**config.mk**
```make
export PLATFORM = sky130hd
export DESIGN_NAME = result_router_flat
export DESIGN_NICKNAME = d
export VERILOG_FILES = /design/src/hw/line_conv_pkg.sv /design/src/hw/pe_result_if.sv /design/src/hw/result_router.sv /design/src/flat_wrapper.sv
export VERILOG_INCLUDE_DIRS = /design/src /design/src/hw
export SDC_FILE = /design/constraint.sdc
export NUM_CORES = 1
export LEC_CHECK = 0
export BUFFER_PORTS_ARGS = -buffer_cell sky130_fd_sc_hd__buf_2
export CAP_MARGIN = 0
export CORE_AREA = 2 2 128 130
export CTS_CLUSTER_SIZE = 16
export DETAILED_ROUTE_END_ITERATION = 8
export DIE_AREA = 0 0 130 132
export PLACE_DENSITY = 0.78
export SYNTH_ARGS = -nofsm -noshare
export SYNTH_HDL_FRONTEND = slang
export SYNTH_SLANG_ARGS = --single-unit
export TNS_END_PERCENT = 1
```
**constraint.sdc**
```tcl
create_clock -name clk -period 3.85 [get_ports clk]
set_input_delay 0.1925 -clock clk [delete_from_list [all_inputs] [get_ports clk]]
set_output_delay 0.1925 -clock clk [all_outputs]
set_load 0.05 [all_outputs]
```
**src/hw/line_conv_defs.svh**
```systemverilog
`ifndef LINE_CONV_DEFS_SVH
`define LINE_CONV_DEFS_SVH

// Bits of one channel value
`define LC_PIXEL_WIDTH     8
// Channels per pixel
`define LC_NUM_CHANNEL     3
// Kernels computed side by side
`define LC_NUM_KERNEL      4
// PE positions and the widest kernel row
`define LC_NUM_KCPE        3
// Partial sum wide enough for a full window without wrap
`define LC_PSUM_WIDTH      20

// Column and line counters
`define LC_LINE_CNT_WIDTH  8
// Kernel width field and tap index
`define LC_KWIDTH_WIDTH    2

`endif

```
**src/hw/line_conv_pkg.sv**
```systemverilog
`default_nettype none
`include "line_conv_defs.svh"

package line_conv_pkg;

    ////////////////////
    // Data types

    typedef logic [`LC_PIXEL_WIDTH-1:0] pixel_t;

    // Channel 0 sits in the low bits
    typedef pixel_t [`LC_NUM_CHANNEL-1:0] pixel_vec_t;

    // One weight word with kernel 0 in the low bits
    typedef pixel_vec_t [`LC_NUM_KERNEL-1:0] weight_word_t;

    typedef logic [`LC_PSUM_WIDTH-1:0] psum_t;

    // One partial sum per kernel
    typedef psum_t [`LC_NUM_KERNEL-1:0] psum_vec_t;

    ////////////////////
    // Control types

    typedef logic [`LC_KWIDTH_WIDTH-1:0] tap_idx_t;
    typedef logic [`LC_LINE_CNT_WIDTH-1:0] line_cnt_t;

endpackage

`default_nettype wire

```
**src/hw/pe_result_if.sv**
```systemverilog
`timescale 1ns/1ps
`default_nettype none
`include "line_conv_defs.svh"

interface pe_result_if
    import line_conv_pkg::*;
();

    // One registered psum vector per PE position
    psum_vec_t [`LC_NUM_KCPE-1:0] pos_psum;
    logic                         res_val;
    logic                         res_last;

    modport array (
        output pos_psum,
        output res_val,
        output res_last
    );

    modport router (
        input  pos_psum,
        input  res_val,
        input  res_last
    );

endinterface

`default_nettype wire

```
**src/hw/result_router.sv**
```systemverilog
`timescale 1ns/1ps
`default_nettype none
`include "line_conv_defs.svh"

module result_router
    import line_conv_pkg::*;
(
    input  logic        clk,
    input  logic        rst,
    pe_result_if.router res_bus,
    output psum_vec_t   o_psum,
    output logic        o_psum_val,
    output logic        o_psum_end
);

    psum_vec_t pos_sum;
    psum_vec_t psum_q;
    logic      psum_val_q;
    logic      psum_end_q;

    ////////////////////
    // Position sum

    // Add the taps of every kernel across positions
    always_comb begin
        for (int k = 0; k < `LC_NUM_KERNEL; k++) begin
            pos_sum[k] = '0;
            for (int j = 0; j < `LC_NUM_KCPE; j++) begin
                pos_sum[k] = pos_sum[k] + res_bus.pos_psum[j][k];
            end
        end
    end

    // Position sums registered every cycle
    always_ff @(posedge clk) begin
        psum_q <= pos_sum;
    end

    always_ff @(posedge clk) begin
        if (rst) begin
            psum_val_q <= 1'b0;
            psum_end_q <= 1'b0;
        end else begin
            psum_val_q <= res_bus.res_val;
            // End marker only ever rides on a valid result
            psum_end_q <= res_bus.res_val & res_bus.res_last;
        end
    end

    assign o_psum     = psum_q;
    assign o_psum_val = psum_val_q;
    assign o_psum_end = psum_end_q;

endmodule

`default_nettype wire

```
**src/flat_wrapper.sv**
```systemverilog
// flat-port wrapper written by rule: the top's interface ports become plain ports
module result_router_flat import line_conv_pkg::*;
  (clk, rst, o_psum, o_psum_val, o_psum_end, res_bus_pos_psum, res_bus_res_val, res_bus_res_last);
  pe_result_if res_bus_i ();
  input  logic clk;
  input  logic rst;
  output psum_vec_t o_psum;
  output logic o_psum_val;
  output logic o_psum_end;
  input wire logic [$bits(res_bus_i.pos_psum)-1:0] res_bus_pos_psum;
  input wire logic [$bits(res_bus_i.res_val)-1:0] res_bus_res_val;
  input wire logic [$bits(res_bus_i.res_last)-1:0] res_bus_res_last;
  assign res_bus_i.pos_psum = res_bus_pos_psum;
  assign res_bus_i.res_val = res_bus_res_val;
  assign res_bus_i.res_last = res_bus_res_last;
  result_router u_core (.clk(clk), .rst(rst), .res_bus(res_bus_i), .o_psum(o_psum), .o_psum_val(o_psum_val), .o_psum_end(o_psum_end));
endmodule
```
==> reports/metrics.cfg <==
[status]
status = finished clean

[finish]
final_util_pct = 59.3
final_instance_count_without_filler_cells = 1274
num_antenna_cells = 0
area_delta_synth_final_pct = 30.7
multi_input_area_sq_um = 5250
layout-drive-gt1-share_pct = 32.9
seq_area_sq_um = 1640
num-fill-cells = 1387
finalNetCount = 1449

[sta]
finalWorstPathRequiredPeriod_ns = 2.78
final.setup.tns_ns = 0
slew_violations = 0
layout_worst_path_cycle_share_pct = 72.3
timing.final.setup_violations = 0
final-hold-violation-count = 0
final.setup.worst_slack_ns = 1.07
max_slew.worst_pin.slew_ns = 0.463
slew_headroom_pct = 68.8
rsz_0062_raised_after_global_routing = no
achievable_freq_mhz = 359

[worst_setup_path]
crit_top_cell = sky130_fd_sc_hd__fa_1
path_depth = 11
worst-path-buf-inv = 2
required_ns = 4.07
critical-path-top-delay-family = adder cells
worstPathArrival_ns = 3.00
worst_setup_path_endpoint = u_core.o_psum[57]
cp-startpoint = res_bus_pos_psum[41]
crit_type = primary input to flop
timing.critical_path.slowest_stage_cell = sky130_fd_sc_hd__fa_1
critical_path.cell_chain = buf_2 > fa_1 > ha_1 > inv_1 > fa_1 > nor2b_1 > o21ai_1 > a21oi_1 > o21ai_4 > and4b_1 > or4_1
timing.critical_path.to_type = flop
critPathLaunchType = primary input
worst-path-max-fanout = 3
critical_path_max_stage_delay_ns = 0.54

[clock_network]
path_clk_slew_ns = 0.07
tritoncts = done
numCtsBuffers = 9
clock_tree.htree_level_count = 3
cts.hold.buffers_added = 0
post_cts_repair_resize_count = 0
library_cell_used_as_clock_root_buffer = sky130_fd_sc_hd__clkbuf_16
clock_sink_count = 82
post-cts-setup-buffer-count = 0
cts_max_path_buffers = 2

[detailed_routing]
routed_wirelength_um = 18800
post_route_ant_nets = 0
wire_per_inst_um = 14.8
initialDrtViolationCount = 225
drc = 0
routed-via-count = 6572
viasPerCell = 5.16
drt_pre_antenna_iters = 5

[die]
initial_utilization_pct = 45.4
coreArea_sq_um = 15700
die_h_um = 132
die_area_sq_um = 17200
rows = 46
die_w_um = 130
pin_count = 326

[power_and_ir_drop]
power.clock.fraction_pct = 17.3
power.leakage_nw = 4.61
switching_share_pct = 50.3
vdd_drop_max_v = 0.000428
switching_power_mw = 2.99
combPwrFrac_pct = 60.3
seq_power_share_pct = 22.4
powerDensity_nw_per_um2 = 636
power.internal_mw = 2.94

[run]
cap_viol_max_count = 0

[yosys]
yosys.area.top_type_share_pct = 23.0
synth_area_leaders = sky130_fd_sc_hd__dfxtp_1, sky130_fd_sc_hd__fa_1, sky130_fd_sc_hd__ha_1, sky130_fd_sc_hd__xnor2_1, sky130_fd_sc_hd__a21oi_1
synth-edff-count = 0
synth.yosys.seq_area_share_pct = 23.0
ys_types = 62
ys_top_cells_by_count = sky130_fd_sc_hd__dfxtp_1, sky130_fd_sc_hd__fa_1, sky130_fd_sc_hd__ha_1
postSynthAreaPerCell_sq_um = 9.77
synth_nets = 1126
syn_area_sq_um = 7130
yosys_reg_bits = 82
synthCells = 730
number_of_warnings_reported_in_the_yosys_synthesis_log = 0
synth.most_common_cell = sky130_fd_sc_hd__dfxtp_1
synthDominantAreaCellType = sky130_fd_sc_hd__dfxtp_1
synthFlopType = sky130_fd_sc_hd__dfxtp_1
synthArstFlopShare_pct = 0

[place]
gpl.final_weighted_congestion = 0.887
dp_cells = 1258
detailed_place_hpwl_um = 16300
port_bufs = 325
post-place-ws_ns = 0.753

[grt]
antenna_found_initial = 0
grt_pass1_wl_um = 29800
pin_count_of_the_biggest_net_entering_global_routing = 16
first_global_vias = 6520
overflow_left_after_global_routing = 0
globalRouteTotalUtil_pct = 21.7

[min_path]
worst_hold_path.num_cells = 2
hold_path_class = primary input to flop

## flip-flops by register name, indices dropped and copies added, names as in the netlist
| name | count |
|---|---|
| u_core.o_psum_val | 1 |
| u_core.o_psum | 80 |
| u_core.o_psum_end | 1 |
## per-layer routing
metal | vias to the layer above | share of wire, % | GRT usage, %
li1 | 3232 | - | -
met1 | 3034 | 41 | 25.0
met2 | 266 | 50 | 39.3
met3 | 40 | 6.7 | 3.81
met4 | 0 | 2.9 | 8.60
met5 | - | 0 | 0
## power by group through the flow
stage | Clock [mW] | Combinational, mW | Sequential [mW]
5_1_grt | 1.09 | 3.83 | 1.36
6_report | 1.02 | 3.58 | 1.33
2_1_floorplan | 0 | 1.30 | 2.71
4_1_cts | 1.05 | 3.59 | 1.33
3_3_place_gp | 0 | 3.53 | 1.34
3_5_place_dp | 0 | 3.57 | 1.35
## how the worst min path moves through the flow
stage,startpoint,to,slack [ns]
global placement,rst,u_core.o_psum_val,0.39
global route,rst,u_core.o_psum_val,0.02
finish,rst,u_core.o_psum_val,0.04
floorplan,rst,u_core.o_psum_val,0.27
detailed placement,rst,u_core.o_psum_val,0.39
CTS,rst,u_core.o_psum_val,0.02
## cell type report
| class | instances | area share (%) |
|---|---|---|
| Tap cell | 216 | 2.90 |
| Inverter | 49 | 1.97 |
| Multi-Input combinational cell | 586 | 56.3 |
| Timing Repair Buffer | 325 | 17.4 |
| Sequential cell | 82 | 17.6 |
| Clock buffer | 9 | 2.42 |
| Clock inverter | 7 | 1.33 |
## placed cells by master, fill, tap and decap left out, drive strengths merged, types with 11 or more instances in the layout
cell	instances
buf	325
xor2	17
a21oi	54
xnor2	46
inv	52
nand3	13
a211oi	13
nor3	19
dfxtp	82
nand2	45
ha	72
o21ai	38
a21o	28
nor2b	11
nor2	42
fa	80
## metrics by stage
stage	hold slack (ns)	power [mW]	instance area, sq um
floorplan	0.272	4.01	7130
CTS	0.0172	5.97	9320
global placement	0.387	4.87	8970
finish	0.0418	5.93	9320
detailed placement	0.386	4.92	8970
global route	0.0229	6.28	9320
## cell families (layout without fill, tap and decap cells)
kind of cell             after synthesis  count (layout)  share of synthesized area (%)
AO/OA/AOI/OAI                        197             197                           18.7
XOR/XNOR                              63              63                           7.74
adder cells (fa/ha/maj)              152             152                           35.1
buffers and inverters                 62             390                           3.39
flip-flops                            82              82                           23.0
multiplexers                           4               4                          0.579
AND/OR/NAND/NOR                      170             170                           11.5
Note: power is estimated with default switching activity, not from simulation.
