## src/hw/line_conv_defs.svh

```systemverilog
`ifndef LINE_CONV_DEFS_SVH
`define LINE_CONV_DEFS_SVH

// Bits of one channel value
`define LC_PIXEL_WIDTH     8
// Channels per pixel
`define LC_NUM_CHANNEL     3
// Kernels computed side by side
`define LC_NUM_KERNEL      4
// PE positions and the widest kernel row
`define LC_NUM_KCPE        3
// Partial sum wide enough for a full window without wrap
`define LC_PSUM_WIDTH      20

// Column and line counters
`define LC_LINE_CNT_WIDTH  8
// Kernel width field and tap index
`define LC_KWIDTH_WIDTH    2

`endif

```

## src/hw/line_conv_pkg.sv

```systemverilog
`default_nettype none
`include "line_conv_defs.svh"

package line_conv_pkg;

    ////////////////////
    // Data types

    typedef logic [`LC_PIXEL_WIDTH-1:0] pixel_t;

    // Channel 0 sits in the low bits
    typedef pixel_t [`LC_NUM_CHANNEL-1:0] pixel_vec_t;

    // One weight word with kernel 0 in the low bits
    typedef pixel_vec_t [`LC_NUM_KERNEL-1:0] weight_word_t;

    typedef logic [`LC_PSUM_WIDTH-1:0] psum_t;

    // One partial sum per kernel
    typedef psum_t [`LC_NUM_KERNEL-1:0] psum_vec_t;

    ////////////////////
    // Control types

    typedef logic [`LC_KWIDTH_WIDTH-1:0] tap_idx_t;
    typedef logic [`LC_LINE_CNT_WIDTH-1:0] line_cnt_t;

endpackage

`default_nettype wire

```

## src/hw/engine_ctrl_if.sv

```systemverilog
`timescale 1ns/1ps
`default_nettype none

interface engine_ctrl_if
    import line_conv_pkg::*;
();

    // Weight load side
    logic     weight_wr;
    tap_idx_t weight_idx;

    // Pixel stream side with flags qualified by pixel_push
    logic     pixel_push;
    logic     window_ok;
    logic     line_last;

    modport ctrl (
        output weight_wr,
        output weight_idx,
        output pixel_push,
        output window_ok,
        output line_last
    );

    modport weight (
        input  weight_wr,
        input  weight_idx
    );

    modport array (
        input  pixel_push,
        input  window_ok,
        input  line_last
    );

endinterface

`default_nettype wire

```

## src/hw/engine_ctrl.sv

```systemverilog
`timescale 1ns/1ps
`default_nettype none

module engine_ctrl
    import line_conv_pkg::*;
(
    input  logic        clk,
    input  logic        rst,
    input  logic        i_conf_enable,
    input  tap_idx_t    i_conf_kernel_width,
    input  line_cnt_t   i_conf_line_width,
    input  line_cnt_t   i_conf_num_lines,
    input  logic        i_weight_val,
    input  logic        i_data_val,
    output logic        o_weight_req,
    output logic        o_data_req,
    output logic        o_done,
    engine_ctrl_if.ctrl ctrl_bus
);

    logic      weight_req_q;
    logic      data_req_q;
    logic      done_q;
    tap_idx_t  tap_cnt;
    line_cnt_t col_cnt;
    line_cnt_t line_cnt;
    tap_idx_t  last_tap;
    line_cnt_t last_col;
    line_cnt_t last_line;
    logic      idle;
    logic      weight_take;
    logic      pixel_take;
    logic      tap_end;
    logic      col_end;
    logic      line_end;

    ////////////////////
    // Config limits and handshake

    assign last_tap  = i_conf_kernel_width - 1'b1;
    assign last_col  = i_conf_line_width - 1'b1;
    assign last_line = i_conf_num_lines - 1'b1;

    // Nothing requested yet and not finished
    assign idle = ~(weight_req_q | data_req_q | done_q);

    // Valids only count while the matching request is up
    assign weight_take = weight_req_q & i_weight_val;
    assign pixel_take  = data_req_q & i_data_val;

    assign tap_end  = (tap_cnt == last_tap);
    assign col_end  = (col_cnt == last_col);
    assign line_end = (line_cnt == last_line);

    ////////////////////
    // Phase sequencing

    // Weight load, then data stream, then done until reset
    always_ff @(posedge clk) begin
        if (rst) begin
            weight_req_q <= 1'b0;
            data_req_q   <= 1'b0;
            done_q       <= 1'b0;
        end else if (idle && i_conf_enable) begin
            weight_req_q <= 1'b1;
        end else if (weight_take && tap_end) begin
            weight_req_q <= 1'b0;
            data_req_q   <= 1'b1;
        end else if (pixel_take && col_end && line_end) begin
            data_req_q <= 1'b0;
            done_q     <= 1'b1;
        end
    end

    ////////////////////
    // Tap, column and line counters

    always_ff @(posedge clk) begin
        if (rst) begin
            tap_cnt <= '0;
        end else if (weight_take) begin
            tap_cnt <= tap_cnt + 1'b1;
        end
    end

    always_ff @(posedge clk) begin
        if (rst) begin
            col_cnt  <= '0;
            line_cnt <= '0;
        end else if (pixel_take) begin
            if (col_end) begin
                col_cnt  <= '0;
                line_cnt <= line_cnt + 1'b1;
            end else begin
                col_cnt <= col_cnt + 1'b1;
            end
        end
    end

    assign ctrl_bus.weight_wr  = weight_take;
    assign ctrl_bus.weight_idx = tap_cnt;
    assign ctrl_bus.pixel_push = pixel_take;
    // Enough pixels of this line in the window for a full kernel row
    assign ctrl_bus.window_ok  = (col_cnt >= line_cnt_t'(last_tap));
    assign ctrl_bus.line_last  = col_end;

    assign o_weight_req = weight_req_q;
    assign o_data_req   = data_req_q;
    assign o_done       = done_q;

endmodule

`default_nettype wire

```

## src/flat_wrapper.sv

```systemverilog
// flat-port wrapper written by rule: the top's interface ports become plain ports
module engine_ctrl_flat import line_conv_pkg::*;
  (clk, rst, i_conf_enable, i_conf_kernel_width, i_conf_line_width, i_conf_num_lines, i_weight_val, i_data_val, o_weight_req, o_data_req, o_done, ctrl_bus_weight_wr, ctrl_bus_weight_idx, ctrl_bus_pixel_push, ctrl_bus_window_ok, ctrl_bus_line_last);
  engine_ctrl_if ctrl_bus_i ();
  input  logic clk;
  input  logic rst;
  input  logic i_conf_enable;
  input  tap_idx_t i_conf_kernel_width;
  input  line_cnt_t i_conf_line_width;
  input  line_cnt_t i_conf_num_lines;
  input  logic i_weight_val;
  input  logic i_data_val;
  output logic o_weight_req;
  output logic o_data_req;
  output logic o_done;
  output wire logic [$bits(ctrl_bus_i.weight_wr)-1:0] ctrl_bus_weight_wr;
  output wire logic [$bits(ctrl_bus_i.weight_idx)-1:0] ctrl_bus_weight_idx;
  output wire logic [$bits(ctrl_bus_i.pixel_push)-1:0] ctrl_bus_pixel_push;
  output wire logic [$bits(ctrl_bus_i.window_ok)-1:0] ctrl_bus_window_ok;
  output wire logic [$bits(ctrl_bus_i.line_last)-1:0] ctrl_bus_line_last;
  assign ctrl_bus_weight_wr = ctrl_bus_i.weight_wr;
  assign ctrl_bus_weight_idx = ctrl_bus_i.weight_idx;
  assign ctrl_bus_pixel_push = ctrl_bus_i.pixel_push;
  assign ctrl_bus_window_ok = ctrl_bus_i.window_ok;
  assign ctrl_bus_line_last = ctrl_bus_i.line_last;
  engine_ctrl u_core (.clk(clk), .rst(rst), .i_conf_enable(i_conf_enable), .i_conf_kernel_width(i_conf_kernel_width), .i_conf_line_width(i_conf_line_width), .i_conf_num_lines(i_conf_num_lines), .i_weight_val(i_weight_val), .i_data_val(i_data_val), .o_weight_req(o_weight_req), .o_data_req(o_data_req), .o_done(o_done), .ctrl_bus(ctrl_bus_i));
endmodule
```

## config.mk

```make
export PLATFORM = sky130hd
export DESIGN_NAME = engine_ctrl_flat
export DESIGN_NICKNAME = d
export VERILOG_FILES = /design/src/hw/line_conv_pkg.sv /design/src/hw/engine_ctrl_if.sv /design/src/hw/engine_ctrl.sv /design/src/flat_wrapper.sv
export VERILOG_INCLUDE_DIRS = /design/src /design/src/hw
export SDC_FILE = /design/constraint.sdc
export NUM_CORES = 1
export LEC_CHECK = 0
export ABC_CLOCK_PERIOD_IN_PS = 3900
export BUFFER_PORTS_ARGS = -buffer_cell sky130_fd_sc_hd__buf_2
export CAP_MARGIN = 10
export CORE_ASPECT_RATIO = 1.1
export CORE_MARGIN = 4
export CORE_UTILIZATION = 31
export DETAILED_ROUTE_END_ITERATION = 12
export SETUP_SLACK_MARGIN = 0.2
export SYNTH_ARGS = -nofsm -noshare
export SYNTH_HDL_FRONTEND = slang
export SYNTH_SLANG_ARGS = --single-unit
```

## constraint.sdc

```tcl
create_clock -name clk -period 3.9 [get_ports clk]
set_input_delay 0.78 -clock clk [delete_from_list [all_inputs] [get_ports clk]]
set_output_delay 0.78 -clock clk [all_outputs]
set_load 0.05 [all_outputs]
```

==> flow_summary.yaml, run 1 <==
outcome:
  run_status: "completed"
floorplan:
  io_pins: 32
  fp.dieArea_mm2: 0.006085
  chipWidth_um: 74.74
  overall_die_height_um: 81.42
  floorplan.rows: 26
  core_area_mm2: 0.004684
  floorplan.initialDensity: 0.3243
timing:
  setup_total_negative_slack_ns: 0
  clock_skew_ns: 0.001779
  rsz_0062_raised_after_global_routing: "false"
  finalMaxSlewViolations: 0
  final.min_clock_period_ns: 3.577
  fin_crit_sh: 0.9171
  timing.fmax_ghz: 0.2796
  timing_worst_slew_pin_value_ns: 0.4396
  finalSetupViolCount: 0
  final_hold_viol_count: 0
  timing.slew.headroom: 0.7043
final_layout:
  nFillCells: 522
  share_of_cells_above_drive_strength_1: 0.1955
  finalNetCount: 250
  final-instance-count-excl-fill: 276
  finish.instance_area_mm2: 0.001783
  fin_util: 0.3806
  antenna_cells: 0
  syn_to_final_growth_pct: 17.38
global_routing:
  grt_antenna_before_repair: 0
  maximum_number_of_pins_on_one_net_before_global_route_repair: 18
  grt_util_overall: 0.1172
  first_global_vias: 1295
  first_pass_grt_wire_length_um: 5623
  grt-ovfl-total: 0
power_and_ir_drop:
  static-leakage-power_nw: 0.6925
  power_per_cell_area_mw_per_mm2: 251.4
  finalPower_mw: 0.4483
  vdd_drop_max_uv: 113.8
cts:
  hold_buffers: 0
  clk_root_buffer_cell: "sky130_fd_sc_hd__clkbuf_8"
  clk_transition_reported_paths_ns: 0.07
  clock_path_buffers: 2
  tritoncts: "built"
  cts_buffers: 3
  clk_latency_ns: 0.25
  cts.sink_count: 21
  h-tree-depth: 1
drt:
  dr.pass1.iters: 3
  drt_drc_violations_left: 0
  total_vias_in_the_final_route: 1400
  viasPerCell: 5.072
  initialDrtViolationCount: 24
  detail_route.wirelength_um: 3370
  route.antenna.remaining_nets: 0
  detail_route.wl_per_cell_um: 12.21
yosys:
  netlist.area_leader.share: 0.2768
  syn_avg_cell_area_um2: 8.037
  ys_top_cells_by_area: "sky130_fd_sc_hd__dfxtp_1 28%, sky130_fd_sc_hd__xnor2_1 12%, sky130_fd_sc_hd__ha_1 4.9%, sky130_fd_sc_hd__nor2_1 4.7%, sky130_fd_sc_hd__xor2_1 4.0%"
  syn_area_mm2: 0.001519
  yosys.area.top_type: "sky130_fd_sc_hd__dfxtp_1"
  synth_seq_area_share: 0.2768
  synthesis.nets: 218
  number_of_different_library_cells_in_the_post_synthesis_netlist: 41
  postSynthRegisterBits: 21
  synth_warnings: 0
  post_synth_inst_count: 189
worst_setup_path:
  cp_capture_type: "output pin"
  cpMostUsedCell: "sky130_fd_sc_hd__inv_1"
  critPathLaunchType: "input pin"
  worst_path_largest_cell_delay_ns: 0.43
  critical_path_buf_inv_count: 4
  crit_path_max_fanout: 4
  crit_arrival_ns: 2.80
  timing.critical_path.cells: "buf_2 -> inv_1 -> ha_1 -> or3b_4 -> or4_4 -> a2111oi_4 -> o211ai_1 -> inv_1 -> buf_4"
  slowest_stage: "sky130_fd_sc_hd__or4_4"
  cp_data_required_time_ns: 3.12
  critical_path.top_delay_family: "simple AND/OR/NAND/NOR gates"
  crit_type: "input pin to output pin"
placement:
  dpl.hpwl_um: 2704
  instance_count_after_placement_with_tap_cells_included: 271
  gpl.final_weighted_congestion: 0.7723
  post_dp_cell_area_mm2: 0.001728
  numPortBuffers: 31
worst_hold_path:
  min_delay_worst_type: "flop to flop"
flow_run:
  cap_violations: 0
==> per-stage QoR <==
stage / setup slack [ns] / hold WS (ns)
after floorplan: 0.4233 / 0.4635
after global placement: 0.2446 / 0.4995
after detailed placement: 0.1988 / 0.4986
after CTS: 0.2479 / 0.5126
after global routing: 0.2193 / 0.5635
final: 0.3235 / 0.5152
==> power by group <==
group          internal (mW)  switching (mW)
clock network         0.0726          0.0679
registers              0.217         0.00291
logic                 0.0351          0.0530
==> area by class of cell <==
cell class,instances,area [µm²],area share
clock buffer,4,45.04,0.02526
multi-input combinational,151,1033,0.5796
inverter,11,41.29,0.02316
tap,56,70.07,0.03930
timing repair buffer,33,172.7,0.09684
sequential,21,420.4,0.2358
==> flip-flops by register name (all words and copies together) (netlist names) <==
| signal | cells |
|---|---|
| u_core.o_done | 1 |
| u_core.ctrl_bus.weight_idx | 2 |
| u_core.col_cnt | 8 |
| u_core.o_weight_req | 1 |
| u_core.o_data_req | 1 |
| u_core.line_cnt | 8 |
==> worst min-delay path: cells and delay by family, from the launching register on <==
| kind | cells | cell delay (ns) |
|---|---|---|
| compound gates | 2 | 0.13 |
| flops | 1 | 0.34 |
==> metal layers <==
metal | GRT usage | up-vias | wire length, µm
li1 | - | 729 | -
met1 | 0.1385 | 646 | 1532
met2 | 0.2127 | 23 | 1639
met3 | 0.02326 | 2 | 174
met4 | 0.03203 | 0 | 23
met5 | 0 | - | 0
==> synthesized netlist by cell type, drive strengths merged <==
master,n
and3b,2
o2111ai,1
clkbuf,5
a31oi,2
nand3b,2
a32o,2
nand2b,5
inv,11
dfxtp,21
or3b,3
a21o,1
o221ai,1
xnor2,20
nor2,19
nand4,3
o31ai,3
a21oi,11
or3,5
a221oi,1
nor4,5
nand2,13
o21ai,9
and3,1
nor3,5
mux2i,2
o21ba,1
nand3,6
or4,4
nor4bb,1
ha,6
buf,1
o211ai,2
a2111oi,1
nor4b,2
xor2,7
and2,2
nor2b,3
==> repair_timing <==
item	4_1_cts	5_1_grt
endpoints found under the hold margin	0	0
buffers inserted	0	1
endpoints found under the setup margin	1	1
gates resized for setup	1	0
pin swaps	0	1
==> cell usage in the layout, fill, tap and decap left out, types with 6 or more instances in the layout <==
master and n:
sky130_fd_sc_hd__a21oi_1 11, sky130_fd_sc_hd__nand2_1 13, sky130_fd_sc_hd__nand3_1 6, sky130_fd_sc_hd__xor2_1 7
sky130_fd_sc_hd__xnor2_1 20, sky130_fd_sc_hd__ha_1 6, sky130_fd_sc_hd__o21ai_0 9, sky130_fd_sc_hd__nor2_1 19
sky130_fd_sc_hd__dfxtp_1 21, sky130_fd_sc_hd__inv_1 11, sky130_fd_sc_hd__buf_2 30
==> kinds of logic (layout without fill, tap and decap cells) <==
group	Yosys count	in the layout	synth area share
multiplexers	2	2	0.01318
buffers and inverters	17	48	0.04283
AND/OR/NAND/NOR	81	81	0.2990
XOR/XNOR	27	27	0.1557
AO/OA/AOI/OAI	35	35	0.1631
flip-flops	21	21	0.2768
adder cells (fa/ha/maj)	6	6	0.04942
==> final timing paths <==
path / startpoint / to / slack, ns / cells past startpoint
setup reg to reg: u_core.col_cnt[6] / u_core.line_cnt[4] / 1.32 / 7
hold reg to reg: u_core.line_cnt[7] / u_core.line_cnt[7] / 0.52 / 2
setup / recovery: i_conf_line_width[0] / ctrl_bus_line_last / 0.32 / 9
hold / removal: u_core.line_cnt[7] / u_core.line_cnt[7] / 0.52 / 2
Note: power is estimated with default switching activity, not from simulation.
==> run 2: changes to the inputs <==
CTS_BUF_LIST = sky130_fd_sc_hd__clkbuf_4 sky130_fd_sc_hd__clkbuf_8   (was unset)
==> run 2 against run 1 <==
Non-clock buffer count did not move. Clock skew barely moved. Critical path type unchanged. Hold slack did not move. Sequential cell count did not move. Critical endpoint unchanged. Clock-buffer cell count did not move. Largest cell class unchanged. Critical path depth did not move. Combinational power barely moved.
==> flow_summary.yaml, run 2 (same netlist as run 1, synthesis figures left out) <==
timing:
  setup_total_negative_slack_ns: 0
  fin_crit_sh: 0.9171
  rsz_0062_raised_after_global_routing: "false"
  final_hold_viol_count: 0
  clock_skew_ns: 0.001909
  finalSetupViolCount: 0
  timing_worst_slew_pin_value_ns: 0.4396
  timing.fmax_ghz: 0.2796
  timing.slew.headroom: 0.7043
  final.min_clock_period_ns: 3.577
  finalMaxSlewViolations: 0
placement:
  instance_count_after_placement_with_tap_cells_included: 271
  dpl.hpwl_um: 2704
  gpl.final_weighted_congestion: 0.7723
  post_dp_cell_area_mm2: 0.001728
  numPortBuffers: 31
drt:
  drt_drc_violations_left: 0
  dr.pass1.iters: 3
  detail_route.wl_per_cell_um: 12.21
  viasPerCell: 5.072
  route.antenna.remaining_nets: 0
  initialDrtViolationCount: 23
  detail_route.wirelength_um: 3370
  total_vias_in_the_final_route: 1400
worst_setup_path:
  critPathLaunchType: "input pin"
  crit_path_max_fanout: 4
  worst_path_largest_cell_delay_ns: 0.43
  crit_type: "input pin to output pin"
  slowest_stage: "sky130_fd_sc_hd__or4_4"
  cpMostUsedCell: "sky130_fd_sc_hd__inv_1"
  timing.critical_path.cells: "buf_2 -> inv_1 -> ha_1 -> or3b_4 -> or4_4 -> a2111oi_4 -> o211ai_1 -> inv_1 -> buf_4"
  critical_path_buf_inv_count: 4
  critical_path.top_delay_family: "simple AND/OR/NAND/NOR gates"
  cp_data_required_time_ns: 3.12
  crit_arrival_ns: 2.80
  cp_capture_type: "output pin"
final_layout:
  sequential_cell_area_um2: 420.4
  mostFrequentLayoutCells: "30 x sky130_fd_sc_hd__buf_2, 21 x sky130_fd_sc_hd__dfxtp_1, 20 x sky130_fd_sc_hd__xnor2_1, 19 x sky130_fd_sc_hd__nor2_1, 13 x sky130_fd_sc_hd__nand2_1"
  multi_input_comb_area_mm2: 0.001033
  final-instance-count-excl-fill: 276
  nFillCells: 523
  finalNetCount: 250
  finish.instance_area_mm2: 0.001787
  share_of_cells_above_drive_strength_1: 0.2000
  mostFrequentLayoutCell: "sky130_fd_sc_hd__buf_2"
  antenna_cells: 0
  syn_to_final_growth_pct: 17.63
floorplan:
  core_area_mm2: 0.004684
  floorplan.initialDensity: 0.3243
  floorplan.rows: 26
  fp.dieArea_mm2: 0.006085
  io_pins: 32
  overall_die_height_um: 81.42
  chipWidth_um: 74.74
cts:
  cts.sink_count: 21
  clk_transition_reported_paths_ns: 0.07
  cts_buffers: 3
  clk_latency_ns: 0.25
  h-tree-depth: 1
  hold_buffers: 0
  tritoncts: "built"
  clock_path_buffers: 2
  clk_root_buffer_cell: "sky130_fd_sc_hd__clkbuf_8"
flow_run:
  cap_violations: 0
outcome:
  run_status: "completed"
global_routing:
  first_pass_grt_wire_length_um: 5623
  grt_util_overall: 0.1172
  maximum_number_of_pins_on_one_net_before_global_route_repair: 18
  first_global_vias: 1295
  grt-ovfl-total: 0
  grt_antenna_before_repair: 0
power_and_ir_drop:
  finalPower_mw: 0.4553
  vdd_drop_max_uv: 113.9
  static-leakage-power_nw: 0.6959
  power_per_cell_area_mw_per_mm2: 254.8
worst_hold_path:
  min_delay_worst_type: "flop to flop"
==> run 2: cell counts in the layout (fill, tap and decap cells not counted) <==
Identical to the previous run, type by type.
==> run 2: final timing paths <==
kind / start / to / slack, ns / cells after the start
worst max-delay path: i_conf_line_width[0] / ctrl_bus_line_last / 0.32 / 9
worst min-delay path: u_core.line_cnt[7] / u_core.line_cnt[7] / 0.52 / 2
worst max register to register: u_core.col_cnt[6] / u_core.line_cnt[4] / 1.32 / 7
worst min register to register: u_core.line_cnt[7] / u_core.line_cnt[7] / 0.52 / 2
==> run 2: cell type report <==
| cell class | instances | share of cell area |
|---|---|---|
| Clock buffer | 4 | 0.02731 |
| Inverter | 11 | 0.02311 |
| Multi-Input combinational cell | 151 | 0.5784 |
| Sequential cell | 21 | 0.2353 |
| Tap cell | 56 | 0.03922 |
| Timing Repair Buffer | 33 | 0.09664 |
==> run 2: what timing repair did <==
action / 4_1_cts / 5_1_grt
gates resized for setup: 1 / 0
gates cloned: 0 / 0
endpoints found under the setup margin: 1 / 1
pin swaps: 0 / 1
buffers inserted: 0 / 1
==> run 2: worst reg2reg max path: cells and delay by family (launching register included) <==
| kind | cells | cell delay (ns) |
|---|---|---|
| AO/OA/AOI/OAI | 3 | 0.85 |
| buffers and inverters | 1 | 0.26 |
| AND/OR/NAND/NOR | 2 | 0.84 |
| flip-flops | 1 | 0.43 |
| XOR/XNOR | 1 | 0.12 |
==> run 2: where the power goes <==
part / total, mW / switching [mW] / internal, mW
registers: 0.220 / 0.00291 / 0.217
clock network: 0.148 / 0.0679 / 0.0796
logic: 0.0881 / 0.0530 / 0.0351
total: 0.455 / 0.124 / 0.331
==> run 2: stage by stage <==
step | hold slack (ns) | setup slack (ns) | utilization
2_1_floorplan | 0.4635 | 0.4233 | -
3_3_place_gp | 0.4995 | 0.2446 | 0.3689
3_5_place_dp | 0.4986 | 0.1988 | 0.3689
4_1_cts | 0.5126 | 0.2479 | 0.3798
5_1_grt | 0.5635 | 0.2193 | 0.3814
6_report | 0.5152 | 0.3235 | 0.3814
==> run 2: per-layer routing <==
metal	track usage	share of wire	up-vias
met2	0.2127	0.49	23
met1	0.1385	0.45	646
li1	-	-	729
met4	0.03203	0.0068	0
met5	0	0	-
met3	0.02326	0.052	2
