File: src/hw/line_conv_defs.svh
`ifndef LINE_CONV_DEFS_SVH
`define LINE_CONV_DEFS_SVH

// Bits of one channel value
`define LC_PIXEL_WIDTH     8
// Channels per pixel
`define LC_NUM_CHANNEL     3
// Kernels computed side by side
`define LC_NUM_KERNEL      4
// PE positions and the widest kernel row
`define LC_NUM_KCPE        3
// Partial sum wide enough for a full window without wrap
`define LC_PSUM_WIDTH      20

// Column and line counters
`define LC_LINE_CNT_WIDTH  8
// Kernel width field and tap index
`define LC_KWIDTH_WIDTH    2

`endif

File: src/hw/line_conv_pkg.sv
`default_nettype none
`include "line_conv_defs.svh"

package line_conv_pkg;

    ////////////////////
    // Data types

    typedef logic [`LC_PIXEL_WIDTH-1:0] pixel_t;

    // Channel 0 sits in the low bits
    typedef pixel_t [`LC_NUM_CHANNEL-1:0] pixel_vec_t;

    // One weight word with kernel 0 in the low bits
    typedef pixel_vec_t [`LC_NUM_KERNEL-1:0] weight_word_t;

    typedef logic [`LC_PSUM_WIDTH-1:0] psum_t;

    // One partial sum per kernel
    typedef psum_t [`LC_NUM_KERNEL-1:0] psum_vec_t;

    ////////////////////
    // Control types

    typedef logic [`LC_KWIDTH_WIDTH-1:0] tap_idx_t;
    typedef logic [`LC_LINE_CNT_WIDTH-1:0] line_cnt_t;

endpackage

`default_nettype wire

File: src/hw/engine_ctrl_if.sv
`timescale 1ns/1ps
`default_nettype none

interface engine_ctrl_if
    import line_conv_pkg::*;
();

    // Weight load side
    logic     weight_wr;
    tap_idx_t weight_idx;

    // Pixel stream side with flags qualified by pixel_push
    logic     pixel_push;
    logic     window_ok;
    logic     line_last;

    modport ctrl (
        output weight_wr,
        output weight_idx,
        output pixel_push,
        output window_ok,
        output line_last
    );

    modport weight (
        input  weight_wr,
        input  weight_idx
    );

    modport array (
        input  pixel_push,
        input  window_ok,
        input  line_last
    );

endinterface

`default_nettype wire

File: src/hw/weight_buffer.sv
`timescale 1ns/1ps
`default_nettype none
`include "line_conv_defs.svh"

module weight_buffer
    import line_conv_pkg::*;
(
    input  logic                            clk,
    input  logic                            rst,
    input  weight_word_t                    i_weight,
    engine_ctrl_if.weight                   ctrl_bus,
    output weight_word_t [`LC_NUM_KCPE-1:0] o_pos_weight
);

    weight_word_t [`LC_NUM_KCPE-1:0] pos_weight_q;

    // Word j lands at position j
    // Positions beyond K stay zero and drop out of the sums
    always_ff @(posedge clk) begin
        if (rst) begin
            pos_weight_q <= '0;
        end else if (ctrl_bus.weight_wr) begin
            for (int j = 0; j < `LC_NUM_KCPE; j++) begin
                if (ctrl_bus.weight_idx == tap_idx_t'(j)) begin
                    pos_weight_q[j] <= i_weight;
                end
            end
        end
    end

    assign o_pos_weight = pos_weight_q;

endmodule

`default_nettype wire

File: src/flat_wrapper.sv
// flat-port wrapper written by rule: the top's interface ports become plain ports
module weight_buffer_flat import line_conv_pkg::*;
  (clk, rst, i_weight, o_pos_weight, ctrl_bus_weight_wr, ctrl_bus_weight_idx);
  engine_ctrl_if ctrl_bus_i ();
  input  logic clk;
  input  logic rst;
  input  weight_word_t i_weight;
  output weight_word_t [`LC_NUM_KCPE-1:0] o_pos_weight;
  input wire logic [$bits(ctrl_bus_i.weight_wr)-1:0] ctrl_bus_weight_wr;
  input wire logic [$bits(ctrl_bus_i.weight_idx)-1:0] ctrl_bus_weight_idx;
  assign ctrl_bus_i.weight_wr = ctrl_bus_weight_wr;
  assign ctrl_bus_i.weight_idx = ctrl_bus_weight_idx;
  weight_buffer u_core (.clk(clk), .rst(rst), .i_weight(i_weight), .ctrl_bus(ctrl_bus_i), .o_pos_weight(o_pos_weight));
endmodule
File: config.mk
export PLATFORM = sky130hd
export DESIGN_NAME = weight_buffer_flat
export DESIGN_NICKNAME = d
export VERILOG_FILES = /design/src/hw/line_conv_pkg.sv /design/src/hw/engine_ctrl_if.sv /design/src/hw/weight_buffer.sv /design/src/flat_wrapper.sv
export VERILOG_INCLUDE_DIRS = /design/src /design/src/hw
export SDC_FILE = /design/constraint.sdc
export NUM_CORES = 1
export LEC_CHECK = 0
export ABC_AREA = 1
export ABC_CLOCK_PERIOD_IN_PS = 900
export BUFFER_PORTS_ARGS = -buffer_cell sky130_fd_sc_hd__buf_2
export CELL_PAD_IN_SITES_DETAIL_PLACEMENT = 0
export CELL_PAD_IN_SITES_GLOBAL_PLACEMENT = 2
export CORE_MARGIN = 2
export CORE_UTILIZATION = 24
export CTS_BUF_LIST = sky130_fd_sc_hd__clkbuf_4 sky130_fd_sc_hd__clkbuf_8
export CTS_CLUSTER_DIAMETER = 50
export CTS_CLUSTER_SIZE = 8
export DETAILED_ROUTE_END_ITERATION = 8
export PLACE_DENSITY = 0.83
export SKIP_LAST_GASP = 1
export SLEW_MARGIN = 20
export SYNTH_ARGS = -nofsm -noshare
export SYNTH_HDL_FRONTEND = slang
export SYNTH_SLANG_ARGS = --single-unit
File: constraint.sdc
create_clock -name clk -period 0.9 [get_ports clk]
set_clock_uncertainty 0.15 [all_clocks]
set_input_delay 0.045 -clock clk [delete_from_list [all_inputs] [get_ports clk]]
set_output_delay 0.045 -clock clk [all_outputs]
set_load 0.02 [all_outputs]
==> summary.txt, run 1 <==
Run status
  • Outcome: complete, but fails checks
  • Failing checks: hold timing, setup timing

Final layout
  • Nets: 2468
  • Fillers: 5122
  • Share of cells above drive strength 1: 0.361
  • Most common cell after layout, fill and taps aside: nor2_1
  • Max FFs per register: 288
  • Layout area overhead: 61.6%
  • N_diodes: 0
  • Commonest non-fill, non-tap cells in the layout: nor2_1, nand2_1, buf_6

Route
  • Drt wl/cell: 14.0 um
  • Pre-antenna DRT Iters: 7
  • Final ANT Viol Nets: 0
  • DRT iter0 DRCs: roughly 500
  • Vias per inst: 4.05
  • DRC: 0
  • Vias after detailed routing: 12400
  • Total Wirelength: 42.8 mm

Timing
  • Final worst-path setup slack: -386 ps
  • Setup TNS: -101540 ps
  • Final worst path period share: 1.43
  • RSZ-0062 raised after global routing: yes
  • Max-slew violations: 0
  • Max Freq: 0.778 GHz
  • Hold Vio Cnt, Final: 288
  • Measured slew at the worst slew-check pin: 253 ps
  • Fin crit period: 1290 ps
  • Setup Viol. Count Final: between 200 and 300
  • Worst hold slack: -342 ps
  • Worst slew margin: 0.832

Pwr
  • Pleak: 10.1 nW
  • Power Density: 1600 nW/um^2
  • Max VDD drop: 0.906 mV

Floorplanning
  • IO Count: between 300 and 400
  • Die height: around 230 um
  • Core Box Area: about 49000 um^2
  • Initial Util: 0.244
  • Site Rows: 81
  • Die ar.: roughly 52000 um^2
  • Die Span X: between 200 and 250 um

Setup path
  • Cells along the critical path: buf_6
  • Worst setup startpoint: u_core.o_pos_weight[19]
  • R2r setup slk: 0 ps
  • CP bufs+invs: 1
  • Crit path max-delay family: flip-flops
  • CP Launch Type: flop
  • RR Startpoint: u_core.o_pos_weight[229]
  • CP Max Fanout: 2
  • Delay of the slowest critical-path stage: about 370 ps
  • Critical path class: flop to output pin
  • Crit end category: output pin
  • CP Data Required Time: approximately 700 ps
  • Data arrival, critical path: 1090 ps
  • Slowest library cell on the worst path: dfxtp_2

Clock tree
  • Clock Tree Root: clkbuf_8
  • Hold-fix buffers at CTS: 98
  • Clock buffer depth: 3
  • CTS tree: done
  • Clock sinks: approximately 290
  • Skew-Pair Late Insertion Delay: ~600 ps
  • CTS buffer count: 47
  • CTS clk-pin slew, worst paths: 60 ps
  • H-tree Lvls: 2

Logic synthesis
  • Largest cells by area after synthesis: dfxtp_1, nor2_1, nand2_1
  • Synth Warn #: 0
  • Syn nets: 1951
  • Mapped Cells: 1850
  • Yosys top cell by area: dfxtp_1
  • Post-synthesis sequential area ratio: 0.480
  • Syn Std Cell Area: 12000 um^2
  • Synth unique cells: 12
  • Synth Area per Inst: 6.49 um^2
  • Yosys top cell area share: 0.480
  • Synth Register Bits: 288

Placed design
  • # port buffers: 388
  • Gpl congestion: 0.794
  • Pre-CTS setup slack: -321 ps
  • HPWL after detailed placement: 29.2 mm

Global routing
  • Initial antenna violation count: 0
  • First-pass GRT wire length: 66.3 mm
  • Pin count of the biggest net entering global routing: 52
  • Overflow after GRT: 0
  • All-layer global routing usage: 0.158
  • Number of global-route vias before repair: 11900

Run
  • Max-cap violations: 0

Hold path
  • Hold Crit Class: primary input to flop
  • HP Start: rst
==> layer usage <==
layer	GRT usage	share of wire
met1	0.188	0.43
met2	0.267	0.47
met3	0.0485	0.068
met4	0.0574	0.028
met5	0	0
==> stage by stage <==
step	power [W]	utilization	area, um^2	hold WS (ps)	std cells
final	0.0310	0.395	19400	-342	3049
after global routing	0.0327	0.395	19400	-384	3049
after CTS	0.0315	0.391	19200	-397	3031
after detailed placement	0.0187	0.308	15200	165	2853
after global placement	0.0186	0.308	15200	158	2853
after floorplan	0.0168	-	12300	29.9	1850
==> final timing paths <==
check,endpoint,cells past startpoint
hold reg to reg,u_core.o_pos_weight[59],2
setup / recovery,o_pos_weight[19],1
hold / removal,u_core.o_pos_weight[277],4
setup reg to reg,u_core.o_pos_weight[229],5
==> timing repair <==
item	4_1_cts	5_1_grt
pin swaps	0	7
endpoints found under the setup margin	288	333
endpoints found under the hold margin	288	288
gates cloned	0	1
resized for setup	864	19
buffers inserted	13	20
==> logic make-up after synthesis <==
family / count (synthesis) / synth area share
compound gates: 96 / 0.0400
flops: 288 / 0.480
simple gates: 1059 / 0.342
buf+inv: 407 / 0.138
==> layout make-up <==
cell class / instances / area, um^2 / share of cell area
clock buffer: 56 / 733 / 0.0378
clock inverter: 11 / 101 / 0.00522
inverter: 291 / 1100 / 0.0566
multi-input combinational: 1155 / 4630 / 0.238
sequential: 288 / 6130 / 0.315
tap: 664 / 831 / 0.0428
timing repair buffer: 584 / 5900 / 0.304
==> synth_stat cells <==
| cell | n |
|---|---|
| nor2_1 | 481 |
| nand2_1 | 480 |
| inv_1 | 290 |
| dfxtp_1 | 288 |
| a21oi_1 | 96 |
| nand3_1 | 96 |
| buf_2 | 74 |
| clkbuf_1 | 19 |
| buf_1 | 12 |
| buf_4 | 11 |
| nand3_2 | 2 |
| inv_2 | 1 |
==> power by group <==
group	internal [W]	switching (W)	leakage, nW
Sequential	0.0136	0.000506	2.48
Clock	0.00560	0.00552	0.426
Combinational	0.00272	0.00313	7.19
Total	0.0219	0.00915	10.1
(Power assumes the default switching activity.)
==> run 2: changes to the inputs <==
BUFFER_PORTS_ARGS = -buffer_cell sky130_fd_sc_hd__buf_4   (was -buffer_cell sky130_fd_sc_hd__buf_2)
RECOVER_POWER = 25   (was unset)
==> run 2 against run 1 <==
  * The run still ends with hold timing, setup timing left
  * Core utilization is 1.4 points higher
  * Die area stayed put
  * Design area is 3.5% higher
  * Wire length is 2.1% higher
  * Sequential power hardly changed
  * Sequential share of layout area is 1.4 points lower
  * Total power is 2.5% higher
  * Combinational power is 5.6% higher
  * Register-to-register slack hardly changed
  * Critical path type unchanged
==> summary.txt, run 2 (synthesized netlist as in run 1, its figures left out) <==
Run status
  • Failing checks: hold timing, setup timing
  • Outcome: complete, but fails checks

Placed design
  • Gpl congestion: 0.798
  • Dpl cells: between 2000 and 3000
  • HPWL after detailed placement: 30.9 mm
  • DP Area: 16500 um^2
  • # port buffers: 388

Timing
  • Fin crit period: 1290 ps
  • Hold Vio Cnt, Final: 228
  • Final worst-path setup slack: -394 ps
  • Setup Viol. Count Final: 289
  • Max-slew violations: 0
  • Measured slew at the worst slew-check pin: 266 ps
  • Final worst path period share: 1.44
  • Worst hold slack: -274 ps
  • Max Freq: 0.773 GHz
  • RSZ-0062 raised after global routing: yes
  • Worst slew margin: 0.822

Clock tree
  • CTS buffer count: 46
  • H-tree Lvls: 2
  • Clock buffer depth: 3
  • Skew-Pair Late Insertion Delay: slightly below 600 ps
  • Clock Tree Root: clkbuf_8
  • Clock sinks: 288
  • CTS tree: done
  • CTS clk-pin slew, worst paths: approximately 70 ps

Pwr
  • Switch share: 0.283
  • Clock Power Share: 0.364
  • Combinational power share: 0.194
  • Net switching power: approximately 0.009 W
  • Max VDD drop: 0.820 mV
  • Part of the power in registers: 0.442
  • Pleak: 10.5 nW
  • Cell internal pwr: 0.0228 W
  • Power Density: ~1600 nW/um^2

Global routing
  • Overflow after GRT: 0
  • Number of global-route vias before repair: 12200
  • All-layer global routing usage: 0.163
  • Initial antenna violation count: 0
  • Pin count of the biggest net entering global routing: 37
  • First-pass GRT wire length: around 68 mm

Route
  • Vias after detailed routing: 12500
  • Final ANT Viol Nets: 0
  • Vias per inst: 4.04
  • Drt wl/cell: about 14 um
  • Pre-antenna DRT Iters: 5
  • Total Wirelength: 43.7 mm
  • DRC: 0
  • DRT iter0 DRCs: just over 600

Floorplanning
  • Initial Util: 0.244
  • Die ar.: around 52000 um^2
  • Core Box Area: 49200 um^2
  • IO Count: approximately 390
  • Die height: 228 um
  • Die Span X: 228 um
  • Site Rows: approximately 80

Setup path
  • Delay of the slowest critical-path stage: 380 ps
  • Crit path max-delay family: flip-flops
  • Worst R2R End: u_core.o_pos_weight[280]
  • Crit end category: output pin
  • CP Launch Type: flop
  • Slowest library cell on the worst path: dfxtp_1
  • Setup crit end: o_pos_weight[79]
  • Critical path depth: 1
  • Critical path class: flop to output pin
  • Cells along the critical path: buf_6
  • R2r setup slk: 0 ps
  • Worst setup startpoint: u_core.o_pos_weight[79]
  • Register-to-Register Path Depth: 5
  • CP Max Fanout: 2
  • Data arrival, critical path: 1100 ps
  • CP bufs+invs: 1
  • CP Data Required Time: 700 ps
  • RR Startpoint: u_core.o_pos_weight[280]

Hold path
  • Hold Crit Class: primary input to flop

Final layout
  • Commonest non-fill, non-tap cells in the layout: nor2_1, nand2_1, buf_6
  • Non-Filler Instances: 3099
  • Max FFs per register: 288
  • Most common cell after layout, fill and taps aside: nor2_1
  • FF/Latch Area: 6070 um^2
  • Post-route cell area: 20100 um^2
  • Layout Utilization: 0.409
  • Layout area overhead: 67.3%
  • Fillers: 5101
  • N_diodes: 0
  • Nets: 2516
  • Share of cells above drive strength 1: 0.350
  • Multi-input combinational cell area: 4630 um^2

Run
  • Max-cap violations: 0
## run 2: worst min path at each step
stage	start	endpoint	slack, ps	depth (start not counted)
after floorplan	i_weight[91]	u_core.o_pos_weight[187]	30	2
after global placement	i_weight[8]	u_core.o_pos_weight[200]	140	3
after detailed placement	i_weight[81]	u_core.o_pos_weight[177]	150	3
after CTS	rst	u_core.o_pos_weight[126]	-320	5
after global routing	rst	u_core.o_pos_weight[5]	-310	5
final	rst	u_core.o_pos_weight[5]	-270	5
## run 2: area by class of cell
class,instances,share of cell area
Timing Repair Buffer,633,0.328
Sequential cell,288,0.302
Multi-Input combinational cell,1155,0.230
Inverter,291,0.0547
Tap cell,664,0.0413
Clock buffer,62,0.0400
Clock inverter,6,0.00411
## run 2: power by group through the flow
stage          clock [W]  combinational (W)  sequential, W
2_1_floorplan          0            0.00198         0.0148
6_report          0.0116            0.00618         0.0140
4_1_cts           0.0121            0.00612         0.0141
3_3_place_gp           0            0.00526         0.0141
3_5_place_dp           0            0.00530         0.0141
5_1_grt           0.0126            0.00674         0.0141
## run 2: what timing repair did
item / 4_1_cts / 5_1_grt
resized for setup: 577 / 17
setup buffers: 15 / 32
pin swaps: 0 / 9
cloned: 0 / 0
hold endpoints to repair: 288 / 234
hold buffers: 100 / 2
setup endpoints to repair: 288 / 308
## run 2: metal layers
metal	vias to the layer above	wire length [um]	track usage
met5	-	0	0
met4	0	1340	0.0613
met3	76	2670	0.0465
met2	286	20900	0.282
met1	5641	18800	0.192
li1	6529	-	-
## run 2: per-stage QoR
step                      setup TNS, ps  power, W  setup slack (ps)
after floorplan                   -3890    0.0168             -27.8
after global placement           -61870    0.0193              -302
after detailed placement         -68050    0.0194              -324
after CTS                       -121540    0.0323              -469
after global routing            -121120    0.0335              -459
final                            -99910    0.0318              -394
==> run 3: changes to the inputs <==
RECOVER_POWER = unset   (was 25)
==> run 3 against run 2 <==
  * Flip-flop and latch count unchanged
  * Non-clock buffer count unchanged
  * Largest power group unchanged
  * Clock power about the same
  * Combinational power about the same
  * Core utilization up 0.13 points
  * Sequential share of layout area up 0.23 points
  * Wire length unchanged
  * Worst setup slack better by 7.8 ps
  * Sequential power about the same
  * Critical path depth unchanged
  * First-iteration DRC count unchanged
  * Highest routed layer unchanged
  * Clock-buffer cell count unchanged
  * The run still ends with hold timing, setup timing left
==> summary.txt, run 3 (synthesized netlist as in run 1, its figures left out) <==
Pwr
  • Switch share: 0.283
  • Clock Power Share: 0.364
  • Power Density: 1580 nW/um^2
  • Max VDD drop: between 0.8 and 0.9 mV
  • Net switching power: 0.00902 W
  • Part of the power in registers: 0.442
  • Combinational power share: 0.194
  • Cell internal pwr: 0.0228 W
  • Pleak: 10.5 nW

Floorplanning
  • Die ar.: 51900 um^2
  • Core Box Area: slightly below 50000 um^2
  • Initial Util: 0.244
  • Die Span X: 228 um
  • IO Count: 389
  • Site Rows: 81
  • Die height: 228 um

Setup path
  • Register-to-Register Path Depth: 5
  • Setup crit end: o_pos_weight[3]
  • Data arrival, critical path: 1090 ps
  • Cells along the critical path: buf_6
  • Slowest library cell on the worst path: dfxtp_2
  • CP bufs+invs: 1
  • Worst R2R End: u_core.o_pos_weight[280]
  • Worst setup startpoint: u_core.o_pos_weight[3]
  • Crit path max-delay family: flip-flops
  • Critical path class: flop to output pin
  • R2r setup slk: 0 ps
  • Critical path depth: 1
  • RR Startpoint: u_core.o_pos_weight[280]
  • CP Launch Type: flop
  • Delay of the slowest critical-path stage: 360 ps
  • CP Max Fanout: 2
  • Crit end category: output pin
  • CP Data Required Time: 700 ps

Final layout
  • Non-Filler Instances: 3099
  • Post-route cell area: ~20000 um^2
  • FF/Latch Area: 6130 um^2
  • Layout area overhead: 67.8%
  • Fillers: 5082
  • Share of cells above drive strength 1: 0.372
  • Multi-input combinational cell area: 4630 um^2
  • Commonest non-fill, non-tap cells in the layout: nor2_1, nand2_1, buf_6
  • Most common cell after layout, fill and taps aside: nor2_1
  • Nets: between 2000 and 3000
  • Layout Utilization: 0.410
  • N_diodes: 0
  • Max FFs per register: between 200 and 300

Global routing
  • First-pass GRT wire length: between 60 and 70 mm
  • Number of global-route vias before repair: 12200
  • Initial antenna violation count: 0
  • Pin count of the biggest net entering global routing: 37
  • Overflow after GRT: 0
  • All-layer global routing usage: 0.163

Timing
  • Final worst path period share: 1.43
  • RSZ-0062 raised after global routing: yes
  • Measured slew at the worst slew-check pin: 266 ps
  • Max-slew violations: 0
  • Fin crit period: 1290 ps
  • Setup Viol. Count Final: roughly 290
  • Worst hold slack: -274 ps
  • Worst slew margin: 0.822
  • Final worst-path setup slack: -386 ps
  • Hold Vio Cnt, Final: approximately 230
  • Setup TNS: -98500 ps
  • Max Freq: 0.777 GHz

Placed design
  • HPWL after detailed placement: 30.9 mm
  • Gpl congestion: 0.798
  • Dpl cells: approximately 2900
  • Pre-CTS setup slack: -324 ps
  • DP Area: 16500 um^2
  • # port buffers: between 300 and 400

Clock tree
  • H-tree Lvls: 2
  • Clock buffer depth: 3
  • Clock Tree Root: clkbuf_8
  • CTS tree: done
  • Skew-Pair Late Insertion Delay: 590 ps
  • Clock sinks: 288
  • CTS clk-pin slew, worst paths: 70 ps
  • CTS buffer count: 46

Route
  • Vias after detailed routing: approximately 13000
  • Total Wirelength: 43.7 mm
  • Pre-antenna DRT Iters: 5
  • DRC: 0
  • Vias per inst: 4.04
  • Drt wl/cell: 14.1 um
  • Final ANT Viol Nets: 0
  • DRT iter0 DRCs: 607

Run status
  • Failing checks: hold timing, setup timing
  • Outcome: complete, but fails checks

Run
  • Max-cap violations: 0

Hold path
  • Hold Crit Class: primary input to flop
==> run 3: cell counts in the layout (fill, tap and decap cells not counted) <==
No cell type changed its count.
==> run 3: timing repair <==
action,CTS,global route
setup buffers,15,32
pin swaps,0,9
hold buffers,100,2
hold endpoints to repair,288,234
gates resized for setup,577,17
endpoints found under the setup margin,288,308
==> run 3: worst min path at each step <==
stage	from	end	slack, ps	depth (start not counted)
3_3_place_gp	i_weight[8]	u_core.o_pos_weight[200]	140	3
3_5_place_dp	i_weight[81]	u_core.o_pos_weight[177]	150	3
5_1_grt	rst	u_core.o_pos_weight[5]	-310	5
6_report	rst	u_core.o_pos_weight[5]	-270	5
2_1_floorplan	i_weight[91]	u_core.o_pos_weight[187]	30	2
4_1_cts	rst	u_core.o_pos_weight[126]	-320	5
==> run 3: layer usage <==
metal  part of all wire  GRT usage  vias up
met2               0.48      0.282      286
li1                   -          -     6529
met4              0.031     0.0613        0
met1               0.43      0.192     5641
met5                  0          0        -
met3              0.061     0.0465       76
==> run 3: power by group through the flow <==
stage                     combinational [W]  sequential [W]  clock [W]
final                               0.00619          0.0141     0.0116
after detailed placement            0.00530          0.0141          0
after CTS                           0.00612          0.0141     0.0121
after global routing                0.00675          0.0141     0.0126
after global placement              0.00526          0.0141          0
after floorplan                     0.00198          0.0148          0
==> run 3: area by class of cell <==
| cell class | instances | share of cell area |
|---|---|---|
| inverter | 291 | 0.0545 |
| tap | 664 | 0.0412 |
| multi-input combinational | 1155 | 0.230 |
| timing repair buffer | 633 | 0.327 |
| clock buffer | 62 | 0.0398 |
| sequential | 288 | 0.304 |
| clock inverter | 6 | 0.00410 |
==> run 3: through the flow <==
| step | hold WS (ps) | power, W |
|---|---|---|
| finish | -274 | 0.0318 |
| global route | -308 | 0.0335 |
| CTS | -324 | 0.0323 |
| detailed placement | 148 | 0.0194 |
| global placement | 141 | 0.0193 |
| floorplan | 29.9 | 0.0168 |
